**src/rtl/tp_fixed_pkg.sv**
```systemverilog
// Fixed-point number formats of the outer product datapath
package tp_fixed_pkg;

    //////////////////////////////////////////////////
    // Operand cells
    //////////////////////////////////////////////////

    // Width of one a or b cell
    localparam int CELL_WIDTH = 8;

    // Fraction bits of a and b, result keeps the same count
    localparam int FRACTION_WIDTH = 1;

    // Signed operand cell
    typedef logic signed [CELL_WIDTH-1:0] cell_t;

    //////////////////////////////////////////////////
    // Products and result cells
    //////////////////////////////////////////////////

    // Full precision product of two cells
    localparam int PRODUCT_WIDTH = 2 * CELL_WIDTH;

    // Raw product before rescale
    typedef logic signed [PRODUCT_WIDTH-1:0] product_t;

    // Width of one cell of the result matrix
    localparam int RESULT_WIDTH = 12;

    // Signed result cell
    typedef logic signed [RESULT_WIDTH-1:0] result_cell_t;

    // Saturation limits of result_cell_t
    // 2047 and -2048 for a 12 bit cell
    localparam int RESULT_MAX = (1 << (RESULT_WIDTH - 1)) - 1;
    localparam int RESULT_MIN = -(1 << (RESULT_WIDTH - 1));

endpackage

```
**src/rtl/tp_flow_pkg.sv**
```systemverilog
// Transfer and control types shared by the sequencer, FIFO and store
package tp_flow_pkg;

    import tp_fixed_pkg::*;

    //////////////////////////////////////////////////
    // Pair transfer
    //////////////////////////////////////////////////

    // Row or column index, vectors up to 16 cells
    localparam int IDX_WIDTH = 4;
    typedef logic [IDX_WIDTH-1:0] idx_t;

    // One a/b cell pair with its matrix position, 24 bits
    typedef struct packed {
        idx_t  row;     // index into a
        idx_t  col;     // index into b
        cell_t a_cell;
        cell_t b_cell;
    } pair_t;

    //////////////////////////////////////////////////
    // Control FSMs
    //////////////////////////////////////////////////

    // Operand sequencer
    typedef enum logic [1:0] {
        SEQ_IDLE,       // waiting for start or done
        SEQ_OFFER,      // req high, pair on the bus
        SEQ_RELEASE     // req low, waiting for ack to fall
    } seq_state_t;

    // Product store
    typedef enum logic [1:0] {
        ST_WAIT_REQ,    // idle, watching fifo_req
        ST_COMPUTE,     // pair captured, write cell
        ST_WAIT_DROP    // ack high until req falls
    } store_state_t;

endpackage

```
**src/rtl/operand_sequencer.sv**
```systemverilog
// Operand sequencer
// Latches both vectors on start and offers every (row, col) pair
// in row-major order over a four-phase req/ack link
module operand_sequencer
    import tp_fixed_pkg::*, tp_flow_pkg::*;
#(
    parameter int A_LEN = 5,
    parameter int B_LEN = 5
) (
    input  logic               clk,
    input  logic               reset,
    input  logic               start,
    input  cell_t [A_LEN-1:0]  a,
    input  cell_t [B_LEN-1:0]  b,
    input  logic               job_done,
    output logic               busy,
    output logic               seq_req,
    input  logic               seq_ack,
    output pair_t              seq_pair
);

    localparam idx_t ROW_LAST = idx_t'(A_LEN - 1);
    localparam idx_t COL_LAST = idx_t'(B_LEN - 1);

    seq_state_t        state;
    logic              busy_q;
    idx_t              row;
    idx_t              col;
    cell_t [A_LEN-1:0] a_q;
    cell_t [B_LEN-1:0] b_q;
    cell_t             a_sel;
    cell_t             b_sel;
    logic              accept;
    logic              last_pair;

    // Busy drops together with job_done, so a new start is taken right away
    assign busy   = busy_q & ~job_done;
    assign accept = start & ~busy;

    assign last_pair = (row == ROW_LAST) && (col == COL_LAST);

    //////////////////////////////////////////////////
    // Operand latch
    //////////////////////////////////////////////////

    always_ff @(posedge clk) begin
        if (accept) begin
            a_q <= a;
            b_q <= b;
        end
    end

    // Cell select by index
    always_comb begin
        a_sel = '0;
        for (int i = 0; i < A_LEN; i++) begin
            if (row == idx_t'(i))
                a_sel = a_q[i];
        end
        b_sel = '0;
        for (int j = 0; j < B_LEN; j++) begin
            if (col == idx_t'(j))
                b_sel = b_q[j];
        end
    end

    //////////////////////////////////////////////////
    // Handshake FSM and index counters
    //////////////////////////////////////////////////

    always_ff @(posedge clk) begin
        if (reset) begin
            state  <= SEQ_IDLE;
            busy_q <= 1'b0;
            row    <= '0;
            col    <= '0;
        end else if (accept) begin
            // New job starts at pair (0, 0)
            state  <= SEQ_OFFER;
            busy_q <= 1'b1;
            row    <= '0;
            col    <= '0;
        end else begin
            if (job_done)
                busy_q <= 1'b0;
            case (state)
                SEQ_OFFER: begin
                    // Receiver took the pair
                    if (seq_ack)
                        state <= SEQ_RELEASE;
                end
                SEQ_RELEASE: begin
                    // Next req only after ack has fallen
                    if (!seq_ack) begin
                        if (last_pair) begin
                            state <= SEQ_IDLE;
                        end else begin
                            state <= SEQ_OFFER;
                            if (col == COL_LAST) begin
                                col <= '0;
                                row <= row + idx_t'(1);
                            end else begin
                                col <= col + idx_t'(1);
                            end
                        end
                    end
                end
                default: state <= SEQ_IDLE;
            endcase
        end
    end

    assign seq_req  = (state == SEQ_OFFER);
    assign seq_pair = '{row: row, col: col, a_cell: a_sel, b_cell: b_sel};

    //////////////////////////////////////////////////
    // Link checks
    //////////////////////////////////////////////////

    // Pair held while offered
    assert property (@(posedge clk) disable iff (reset)
        seq_req && $past(seq_req) |-> $stable(seq_pair));

    // Four-phase rule, no new req over a pending ack
    assert property (@(posedge clk) disable iff (reset)
        $rose(seq_req) |-> !seq_ack);

endmodule

```
**src/rtl/pair_fifo.sv**
```systemverilog
// Pair queue between the sequencer and the product store
// Four-phase slave on the write side, four-phase master on the read side
module pair_fifo
    import tp_flow_pkg::*;
#(
    parameter int FIFO_DEPTH = 4
) (
    input  logic  clk,
    input  logic  reset,
    input  logic  seq_req,
    output logic  seq_ack,
    input  pair_t seq_pair,
    output logic  fifo_req,
    input  logic  fifo_ack,
    output pair_t fifo_pair
);

    localparam int PTR_W = (FIFO_DEPTH > 1) ? $clog2(FIFO_DEPTH) : 1;
    localparam int CNT_W = $clog2(FIFO_DEPTH + 1);

    localparam logic [PTR_W-1:0] PTR_LAST = PTR_W'(FIFO_DEPTH - 1);
    localparam logic [CNT_W-1:0] DEPTH_C  = CNT_W'(FIFO_DEPTH);

    pair_t            mem [FIFO_DEPTH];
    logic [PTR_W-1:0] wr_ptr;
    logic [PTR_W-1:0] rd_ptr;
    logic [CNT_W-1:0] count;
    logic             push;
    logic             pop;

    //////////////////////////////////////////////////
    // Write engine on the slave side
    //////////////////////////////////////////////////

    // Take a pair on a fresh req when there is room
    // A full queue keeps ack low and the sequencer just waits
    assign push = seq_req && !seq_ack && (count < DEPTH_C);

    always_ff @(posedge clk) begin
        if (reset) begin
            seq_ack <= 1'b0;
        end else if (push) begin
            seq_ack <= 1'b1;
        end else if (seq_ack && !seq_req) begin
            // Sender released so the cycle ends
            seq_ack <= 1'b0;
        end
    end

    // Storage written on the ack edge
    always_ff @(posedge clk) begin
        if (push)
            mem[wr_ptr] <= seq_pair;
    end

    //////////////////////////////////////////////////
    // Read engine on the master side
    //////////////////////////////////////////////////

    // Head entry done once the store acknowledges it
    assign pop = fifo_req && fifo_ack;

    always_ff @(posedge clk) begin
        if (reset) begin
            fifo_req <= 1'b0;
        end else if (pop) begin
            fifo_req <= 1'b0;
        end else if (!fifo_req && !fifo_ack && (count != '0)) begin
            // Previous ack gone, offer the next head
            fifo_req <= 1'b1;
        end
    end

    // Head stays put until the pop
    assign fifo_pair = mem[rd_ptr];

    //////////////////////////////////////////////////
    // Pointers and fill count
    //////////////////////////////////////////////////

    always_ff @(posedge clk) begin
        if (reset) begin
            wr_ptr <= '0;
            rd_ptr <= '0;
            count  <= '0;
        end else begin
            if (push)
                wr_ptr <= (wr_ptr == PTR_LAST) ? '0 : wr_ptr + 1'b1;
            if (pop)
                rd_ptr <= (rd_ptr == PTR_LAST) ? '0 : rd_ptr + 1'b1;
            if (push && !pop)
                count <= count + 1'b1;
            else if (pop && !push)
                count <= count - 1'b1;
        end
    end

    // Fill level within depth and in step with the pointer distance
    assert property (@(posedge clk) disable iff (reset)
        (count <= DEPTH_C) &&
        ((wr_ptr == rd_ptr) == ((count == '0) || (count == DEPTH_C))));

endmodule

```
**src/rtl/product_store.sv**
```systemverilog
// Product store
// Takes pairs from the FIFO, forms the rescaled and saturated product
// and writes it into the result matrix
module product_store
    import tp_fixed_pkg::*, tp_flow_pkg::*;
#(
    parameter int A_LEN = 5,
    parameter int B_LEN = 5
) (
    input  logic                             clk,
    input  logic                             reset,
    input  logic                             fifo_req,
    output logic                             fifo_ack,
    input  pair_t                            fifo_pair,
    output result_cell_t [A_LEN*B_LEN-1:0]   result,
    output logic                             valid,
    output logic                             job_done
);

    localparam idx_t ROW_LAST = idx_t'(A_LEN - 1);
    localparam idx_t COL_LAST = idx_t'(B_LEN - 1);

    // Limits in product width for the clamp
    localparam product_t SAT_HI = product_t'(RESULT_MAX);
    localparam product_t SAT_LO = product_t'(RESULT_MIN);

    store_state_t state;
    pair_t        pair_q;
    product_t     product;
    product_t     shifted;
    result_cell_t sat_cell;
    logic         capture;
    logic         first_pair;
    logic         last_pair;

    assign capture = (state == ST_WAIT_REQ) && fifo_req;

    // Captured pair, payload only
    always_ff @(posedge clk) begin
        if (capture)
            pair_q <= fifo_pair;
    end

    //////////////////////////////////////////////////
    // Arithmetic
    //////////////////////////////////////////////////

    // Signed 8x8 multiply, full 16 bit result
    assign product = product_t'(pair_q.a_cell) * product_t'(pair_q.b_cell);

    // Drop one set of fraction bits
    // Arithmetic shift floors toward minus infinity
    assign shifted = product >>> FRACTION_WIDTH;

    // Clamp to the result range
    always_comb begin
        if (shifted > SAT_HI)
            sat_cell = result_cell_t'(RESULT_MAX);
        else if (shifted < SAT_LO)
            sat_cell = result_cell_t'(RESULT_MIN);
        else
            sat_cell = result_cell_t'(shifted);
    end

    // Job boundaries from the pair position
    assign first_pair = (pair_q.row == '0) && (pair_q.col == '0);
    assign last_pair  = (pair_q.row == ROW_LAST) && (pair_q.col == COL_LAST);

    //////////////////////////////////////////////////
    // Handshake FSM and result matrix
    //////////////////////////////////////////////////

    always_ff @(posedge clk) begin
        if (reset) begin
            state    <= ST_WAIT_REQ;
            fifo_ack <= 1'b0;
            valid    <= 1'b0;
            job_done <= 1'b0;
            result   <= '0;
        end else begin
            // One cycle pulse
            job_done <= 1'b0;
            case (state)
                ST_WAIT_REQ: begin
                    if (fifo_req) begin
                        fifo_ack <= 1'b1;
                        state    <= ST_COMPUTE;
                    end
                end
                ST_COMPUTE: begin
                    // Cell (i, j) lives at slot i*B_LEN + j
                    for (int i = 0; i < A_LEN; i++) begin
                        for (int j = 0; j < B_LEN; j++) begin
                            if (pair_q.row == idx_t'(i) && pair_q.col == idx_t'(j))
                                result[i*B_LEN+j] <= sat_cell;
                        end
                    end
                    // Old matrix no longer valid
                    if (first_pair)
                        valid <= 1'b0;
                    // Whole matrix written
                    if (last_pair) begin
                        valid    <= 1'b1;
                        job_done <= 1'b1;
                    end
                    state <= ST_WAIT_DROP;
                end
                ST_WAIT_DROP: begin
                    // Hold ack until the FIFO lets go of req
                    if (!fifo_req) begin
                        fifo_ack <= 1'b0;
                        state    <= ST_WAIT_REQ;
                    end
                end
                default: state <= ST_WAIT_REQ;
            endcase
        end
    end

    // Indices from the sequencer stay inside the matrix
    assert property (@(posedge clk) disable iff (reset)
        capture |-> (int'(fifo_pair.row) < A_LEN) && (int'(fifo_pair.col) < B_LEN));

endmodule

```
**src/rtl/tensor_product.sv**
```systemverilog
// Outer product of two fixed-point vectors
// Sequencer -> pair FIFO -> product store, four-phase links in between
module tensor_top
    import tp_fixed_pkg::*, tp_flow_pkg::*;
#(
    parameter int A_LEN      = 5,
    parameter int B_LEN      = 5,
    parameter int FIFO_DEPTH = 4
) (
    input  logic                           clk,
    input  logic                           reset,
    input  logic                           start,
    input  cell_t [A_LEN-1:0]              a,
    input  cell_t [B_LEN-1:0]              b,
    output result_cell_t [A_LEN*B_LEN-1:0] result,
    output logic                           valid,
    output logic                           busy
);

    //////////////////////////////////////////////////
    // Inner links
    //////////////////////////////////////////////////

    // Sequencer to FIFO
    logic  seq_req;
    logic  seq_ack;
    pair_t seq_pair;

    // FIFO to store
    logic  fifo_req;
    logic  fifo_ack;
    pair_t fifo_pair;

    // Store back to sequencer
    logic  job_done;

    //////////////////////////////////////////////////
    // Blocks
    //////////////////////////////////////////////////

    operand_sequencer #(
        .A_LEN (A_LEN),
        .B_LEN (B_LEN)
    ) u_sequencer (
        .clk      (clk),
        .reset    (reset),
        .start    (start),
        .a        (a),
        .b        (b),
        .job_done (job_done),
        .busy     (busy),
        .seq_req  (seq_req),
        .seq_ack  (seq_ack),
        .seq_pair (seq_pair)
    );

    pair_fifo #(
        .FIFO_DEPTH (FIFO_DEPTH)
    ) u_fifo (
        .clk       (clk),
        .reset     (reset),
        .seq_req   (seq_req),
        .seq_ack   (seq_ack),
        .seq_pair  (seq_pair),
        .fifo_req  (fifo_req),
        .fifo_ack  (fifo_ack),
        .fifo_pair (fifo_pair)
    );

    product_store #(
        .A_LEN (A_LEN),
        .B_LEN (B_LEN)
    ) u_store (
        .clk       (clk),
        .reset     (reset),
        .fifo_req  (fifo_req),
        .fifo_ack  (fifo_ack),
        .fifo_pair (fifo_pair),
        .result    (result),
        .valid     (valid),
        .job_done  (job_done)
    );

endmodule

```
**config.mk**
```make
export PLATFORM = sky130hd
export DESIGN_NAME = tensor_top
export DESIGN_NICKNAME = d
export VERILOG_FILES = /design/src/rtl/tp_fixed_pkg.sv /design/src/rtl/tp_flow_pkg.sv /design/src/rtl/operand_sequencer.sv /design/src/rtl/pair_fifo.sv /design/src/rtl/product_store.sv /design/src/rtl/tensor_product.sv
export SDC_FILE = /design/constraint.sdc
export NUM_CORES = 1
export LEC_CHECK = 0
export BUFFER_PORTS_ARGS = -buffer_cell sky130_fd_sc_hd__buf_2
export CORE_ASPECT_RATIO = 0.8
export CORE_MARGIN = 3
export CORE_UTILIZATION = 56
export DETAILED_ROUTE_END_ITERATION = 10
export GPL_TIMING_DRIVEN = 0
export PLACE_DENSITY = 0.81
export RECOVER_POWER = 25
export REMOVE_ABC_BUFFERS = 1
export SYNTH_ARGS = -nofsm -noshare
export SYNTH_HDL_FRONTEND = slang
export SYNTH_SLANG_ARGS = --single-unit
```
**constraint.sdc**
```tcl
create_clock -name clk -period 6.35 [get_ports clk]
set_clock_uncertainty 0.1 [all_clocks]
set_input_delay 0.635 -clock clk [delete_from_list [all_inputs] [get_ports clk]]
set_output_delay 0.635 -clock clk [all_outputs]
set_load 0.01 [all_outputs]
```
---- After elaboration in Yosys (flattened, before gate mapping) ----
Memories as Yosys holds them, arrays and structs flattened. A register that Yosys moved wholly into a read port is not among the register bits.
Cells that the tools add are included.
word-level totals
  register bits ........................... 405
  memory bits (writable) .................. 96
  output and inout port bits .............. 302
  logic and storage cells ................. 219
  memories kept ........................... 1
cells by class
  $add $sub $neg .......................... 6
  multipliers ............................. 1
  magnitude comparators ................... 3
  equality and inequality tests ........... 28
  multiplexer cells ....................... 37
  bitwise logic cells ..................... 7
  reductions and logical operators ........ 87
memory list
  memory      words  bits a word  rd ports  clocked after memory_dff  wr ports  RTL line         source
  u_fifo.mem  4      24           1         1                         1         pair_fifo.sv:24  pair_t mem [FIFO_DEPTH];
operators by type and width
  operator                                                      number
  2-to-1 mux 8 bit                                              10
  AND reduction 2 bit                                           29
  logical AND 1 bit                                             35
  equality test 4 x 2 -> 1 bit, second input constant           8
  2-to-1 mux 12 bit                                             2
  equality test 4 x 1 -> 1 bit, second input constant           4
  equality test 4 x 3 -> 1 bit, second input constant           4
  zero test 4 bit                                               4
  multiplier 8 x 8 -> 16 bit                                    1
  > comparator 15 x 12 -> 1 bit, second input constant          1
  less-than comparator 15 x 12 -> 1 bit, second input constant  1
  2-to-1 mux 1 bit                                              13
  2-to-1 mux 2 bit                                              6
  nonzero test 2 bit                                            5
  adder 4 x 1 -> 4 bit, second input constant                   2
  equality test 2 bit, second input constant                    4
  != test 2 bit, second input constant                          4
  zero test 1 bit                                               6
  2-to-1 mux 3 bit                                              2
  != test 3 bit, second input constant                          2
  one-hot mux 2 bit (3 select lines)                            1
  AND reduction 3 bit                                           2
  OR reduction 2 bit                                            3
  inverter 1 bit                                                5
  other kinds (12)                                              15

---- Longest topological paths before layout ----
  word-level depth ........................ 7
  mapped depth ............................ 19
  depth with buffers taken out ............ 17

---- Modules after synthesis ----
Synthesis repeated with hierarchy kept, for this count alone.
second synthesis, totals
  cell total of the unflattened synthesis .. 1909
  area total of the unflattened synthesis .. 22830.6 µm²
modules (own cells, without submodules)
  module             instances  cells each  area an instance (µm²)  sequential area each (µm²)
  product_store      1          1467        15024.4                 6826.5
  pair_fifo          1          177         4013.8                  3103.0
  operand_sequencer  1          265         3792.4                  2622.5

---- Worst setup path before layout ----
No wires, ideal clock.
  kind .................................... register -> register
  start ................................... reg, netlist name u_store.pair_q[4]
  end ..................................... reg u_store.result[153] in the netlist's numbering
  library setup time ...................... 0.080 ns
  data arrival time ....................... 5.050 ns
  data required time ...................... 6.170 ns
  setup slack ............................. 1.121 ns
  stages on the path, launching flop included .. 17
  buffers on the path ..................... 2
  cells stage by stage .................... edfxtp_1 -> and2_1 -> fa_1 -> inv_1 -> fa_1 -> fa_1 -> fa_1 -> inv_1 -> ha_1 -> a21o_1 -> a2111o_1 -> and3_4 -> a311o_4 -> buf_6 -> a21boi_4 -> buf_6 -> a211oi_2
on the way
  longest elaborated chain between the ends .. 4
  elaborated cells between the ends (all ways) .. 5
ends and longest elaborated chain
  what                                   RTL line             source
  multiplier 8 x 8 -> 16 bit (*)         product_store.sv:49  assign product = product_t'(pair_q.a_cell) * product_t'(pair_q.b_cell);
  less-than comparator 15 x 12 -> 1 bit  product_store.sv:59  else if (shifted < SAT_LO)
  2-to-1 mux 12 bit                      product_store.sv:59
  2-to-1 mux 12 bit (*)                  product_store.sv:57  if (shifted > SAT_HI)
  to (signal, indexed assignment)        product_store.sv:95  result[i*B_LEN+j] <= sat_cell;
  to (decl)                              product_store.sv:15  output result_cell_t [A_LEN*B_LEN-1:0] result,
Every way passes the cells marked *; elsewhere a longest branch is shown, timed or not.
A chain may end at the register's enable or synchronous reset.

---- Worst setup path in the final report ----
  start ................................... reg, netlist name u_store.pair_q[7]
  end ..................................... reg u_store.result[280] in the netlist's numbering
on the way
  longest elaborated chain between the ends .. 4
  elaborated cells between the ends (all ways) .. 5
ends and longest elaborated chain
  what                                   RTL line
  multiplier 8 x 8 -> 16 bit (*)         product_store.sv:49
  less-than comparator 15 x 12 -> 1 bit  product_store.sv:59
  2-to-1 mux 12 bit                      product_store.sv:59
  2-to-1 mux 12 bit (*)                  product_store.sv:57
Marks and branches as above.

==> results.toml <==
[route]
wire_per_inst_um = 21.5
dr.pass1.iters = 6
antenna_left = 0
viasPerCell = 5.88
wirelength_um = 57400
vias = 15700
drtIter0Drc = 1461
drc_errors = 0

[status]
violations = "setup timing"
status = "finished, violations left"

[critical_path]
critPathMaxFanout = 42
start_kind = "flop"
worstPathArrival_ns = 6.76
critPathKind = "flop to flop"
cp.required_ns = 6.63
reg2reg_to = "u_store.result[280]"
end_kind = "flop"
path_cells = "nor2b_1, fa_1, fa_1, fa_1, inv_1, fa_1, inv_1, ha_1, a21oi_2, o211ai_1, a2111o_1, a21oi_4, a311o_4, a21boi_2, a211oi_1"
critPathMaxStageDelay_ns = 1.05
critPathSlowestCell = "a21boi_2"
r2r_setup_slack_ns = -0.13
timing.rr.start = "u_store.pair_q[7]"
crit_path_frequent_cell = "fa_1"
reg2regPathDepth = 15

[min_path]
hold_class = "input port to flop"
hold_depth = 1
hp-start = "a[16]"
min_to = "u_sequencer.a_q[16]"

[grt]
grt_pass1_vias = 15600
antenna_found_initial = 0
grt_usage_pct = 26.7
grt_first_pass_wirelength_um = 86300
gr-total-overflow = 0
grt_max_degree = 122

[sta]
timing.final.crit_period_ns = 6.48
fin_ws_ns = -0.130
relSlewSlack_pct = 7.23
timing.fmax_mhz = 154
hold_violations = 0
post-route-period-util_pct = 102
worst-slew-pin-transition_ns = 1.39
setup_viol = 37
fin_hold_ws_ns = 0.135
rsz0062_at_grt = "true"
slew_violations = 0

[finish]
fin_util_pct = 68.8
nNetsFinal = 2336
final_cell_mix = "345 x nor2_1, 324 x dfxtp_1, 282 x buf_2, 200 x edfxtp_1, 188 x a211oi_1"
final_common_cell = "nor2_1"
num_antenna_cells = 0
final_cell_area_um2 = 25800
drive_gt1_share_pct = 24.5
syn2layout_area_growth_pct = 19.6

[place]
place_area_um2 = 23900
dpl.hpwl_um = 36500
port_buffers = 384
globalplace.congestion = 0.853

[clocking]
root_buffer = "clkbuf_16"
cts_tree = "yes"
cts.sinks = 525
numCtsBuffers = 47
htreeDepth = 2
clk_latency_ns = 0.58
cts-hold-fix-buffers = 0
clkSlewWorstSetupHoldPaths_ns = 0.06
ctsLongestPathBuffers = 3

[floorplan]
io_pins = 385
num_rows = 63
initial_utilization_pct = 57.5
die_area_um2 = 40900
core_um2 = 37500
die_x_um = 225
die_y_um = 182

[run]
maxCapViolations = 0

[synthesis]
synth_edf_count = 200
yosys_warnings = 0
seq_area_frac_synth_pct = 58.0
synthDistinctLibCells = 50
synth_area_um2 = 21600
avgSynthCellArea_um2 = 11.9
synthFlopType = "dfxtp_1"
synth-async-reset-ratio_pct = 0
synthCells = 1817
yosys_register_bits = 525
final cells by class:
class                      instances  area (um^2)
inverter                          83          314
clock buffer                      64         1350
timing repair buffer             415         2350
clock inverter                    23          251
sequential                       525        12500
tap                              487          609
fill                            2580        11700
multi-input combinational       1080         8420
critical path, delay by kind of cell, from the launching register on:
family                   cells  cell delay, ns
adder cells (fa/ha/maj)      5            2.44
AO/OA/AOI/OAI                7            2.83
AND/OR/NAND/NOR              1            0.23
buffers and inverters        2            0.09
flip-flops                   1            0.56
how the worst max path moves through the flow:
stage | from | to | slack [ns] | depth (start not counted)
after floorplan | u_store.pair_q[4] | u_store.result[106] | 0.39 | 15
after global placement | u_store.pair_q[7] | u_store.result[102] | -0.71 | 15
after detailed placement | u_store.pair_q[2] | u_store.result[129] | -0.35 | 15
after CTS | u_store.pair_q[4] | u_store.result[16] | -0.03 | 14
after global routing | u_store.pair_q[7] | u_store.result[76] | -0.29 | 15
final | u_store.pair_q[7] | u_store.result[280] | -0.13 | 15
per-layer routing:
| layer | track usage [%] | vias up | part of all wire [%] |
|---|---|---|---|
| met3 | 4.77 | 180 | 7.9 |
| met4 | 12.7 | 0 | 5.3 |
| met1 | 34.8 | 7655 | 40 |
| li1 | - | 7137 | - |
| met2 | 43.7 | 776 | 47 |
| met5 | 0 | - | 0 |
cell families after synthesis:
kind of cell / Yosys count / share of synthesized area, %
compound gates: 397 / 15.2
mux: 57 / 4.05
simple gates: 498 / 9.95
flops: 525 / 58.0
fa+ha+maj: 101 / 7.81
buf+inv: 219 / 4.20
xor+xnor: 20 / 0.812
repair_timing:
action,CTS,global route
hold endpoints to repair,0,0
cloned,3,4
setup buffers,4,10
pin swaps,0,1
gates resized for setup,10,3
endpoints found under the setup margin,204,155
registers in the layout (all words and copies together) (netlist names):
| name | flops |
|---|---|
| u_fifo.count | 3 |
| u_sequencer.row | 4 |
| u_sequencer.state | 2 |
| u_sequencer.a_q | 40 |
| u_store.result | 300 |
| u_store.state | 2 |
| u_sequencer.busy_q | 1 |
| u_fifo.mem | 96 |
| u_fifo.wr_ptr | 2 |
| u_sequencer.col | 4 |
| u_store.pair_q | 24 |
| u_store.fifo_ack | 1 |
| u_sequencer.b_q | 40 |
| u_fifo.seq_ack | 1 |
| u_store.job_done | 1 |
| u_fifo.fifo_req | 1 |
| u_store.valid | 1 |
| u_fifo.rd_ptr | 2 |
metrics by stage:
| step | instances | setup TNS [ns] | setup slack (ns) |
|---|---|---|---|
| final | 2677 | -2.04 | -0.130 |
| after detailed placement | 2569 | -33.21 | -0.347 |
| after global placement | 2552 | -92.73 | -0.708 |
| after floorplan | 1681 | 0 | 0.393 |
| after global routing | 2677 | -14.07 | -0.287 |
| after CTS | 2663 | -0.182 | -0.0324 |
synthesized netlist by cell type (30+ instances only):
library cell,number,area (um^2)
dfxtp_1,325,6510
inv_1,83,312
ha_1,45,563
a211oi_1,190,1430
and2_1,50,313
nor2_1,366,1370
fa_1,56,1120
a21oi_1,38,190
clkbuf_1,104,390
a22oi_1,33,248
a211oi_2,61,763
mux2i_1,30,300
edfxtp_1,200,6010
Power is left out: the tool's default activity adds up to more than one toggle a clock period on the data nets, which glitch-free logic cannot reach.
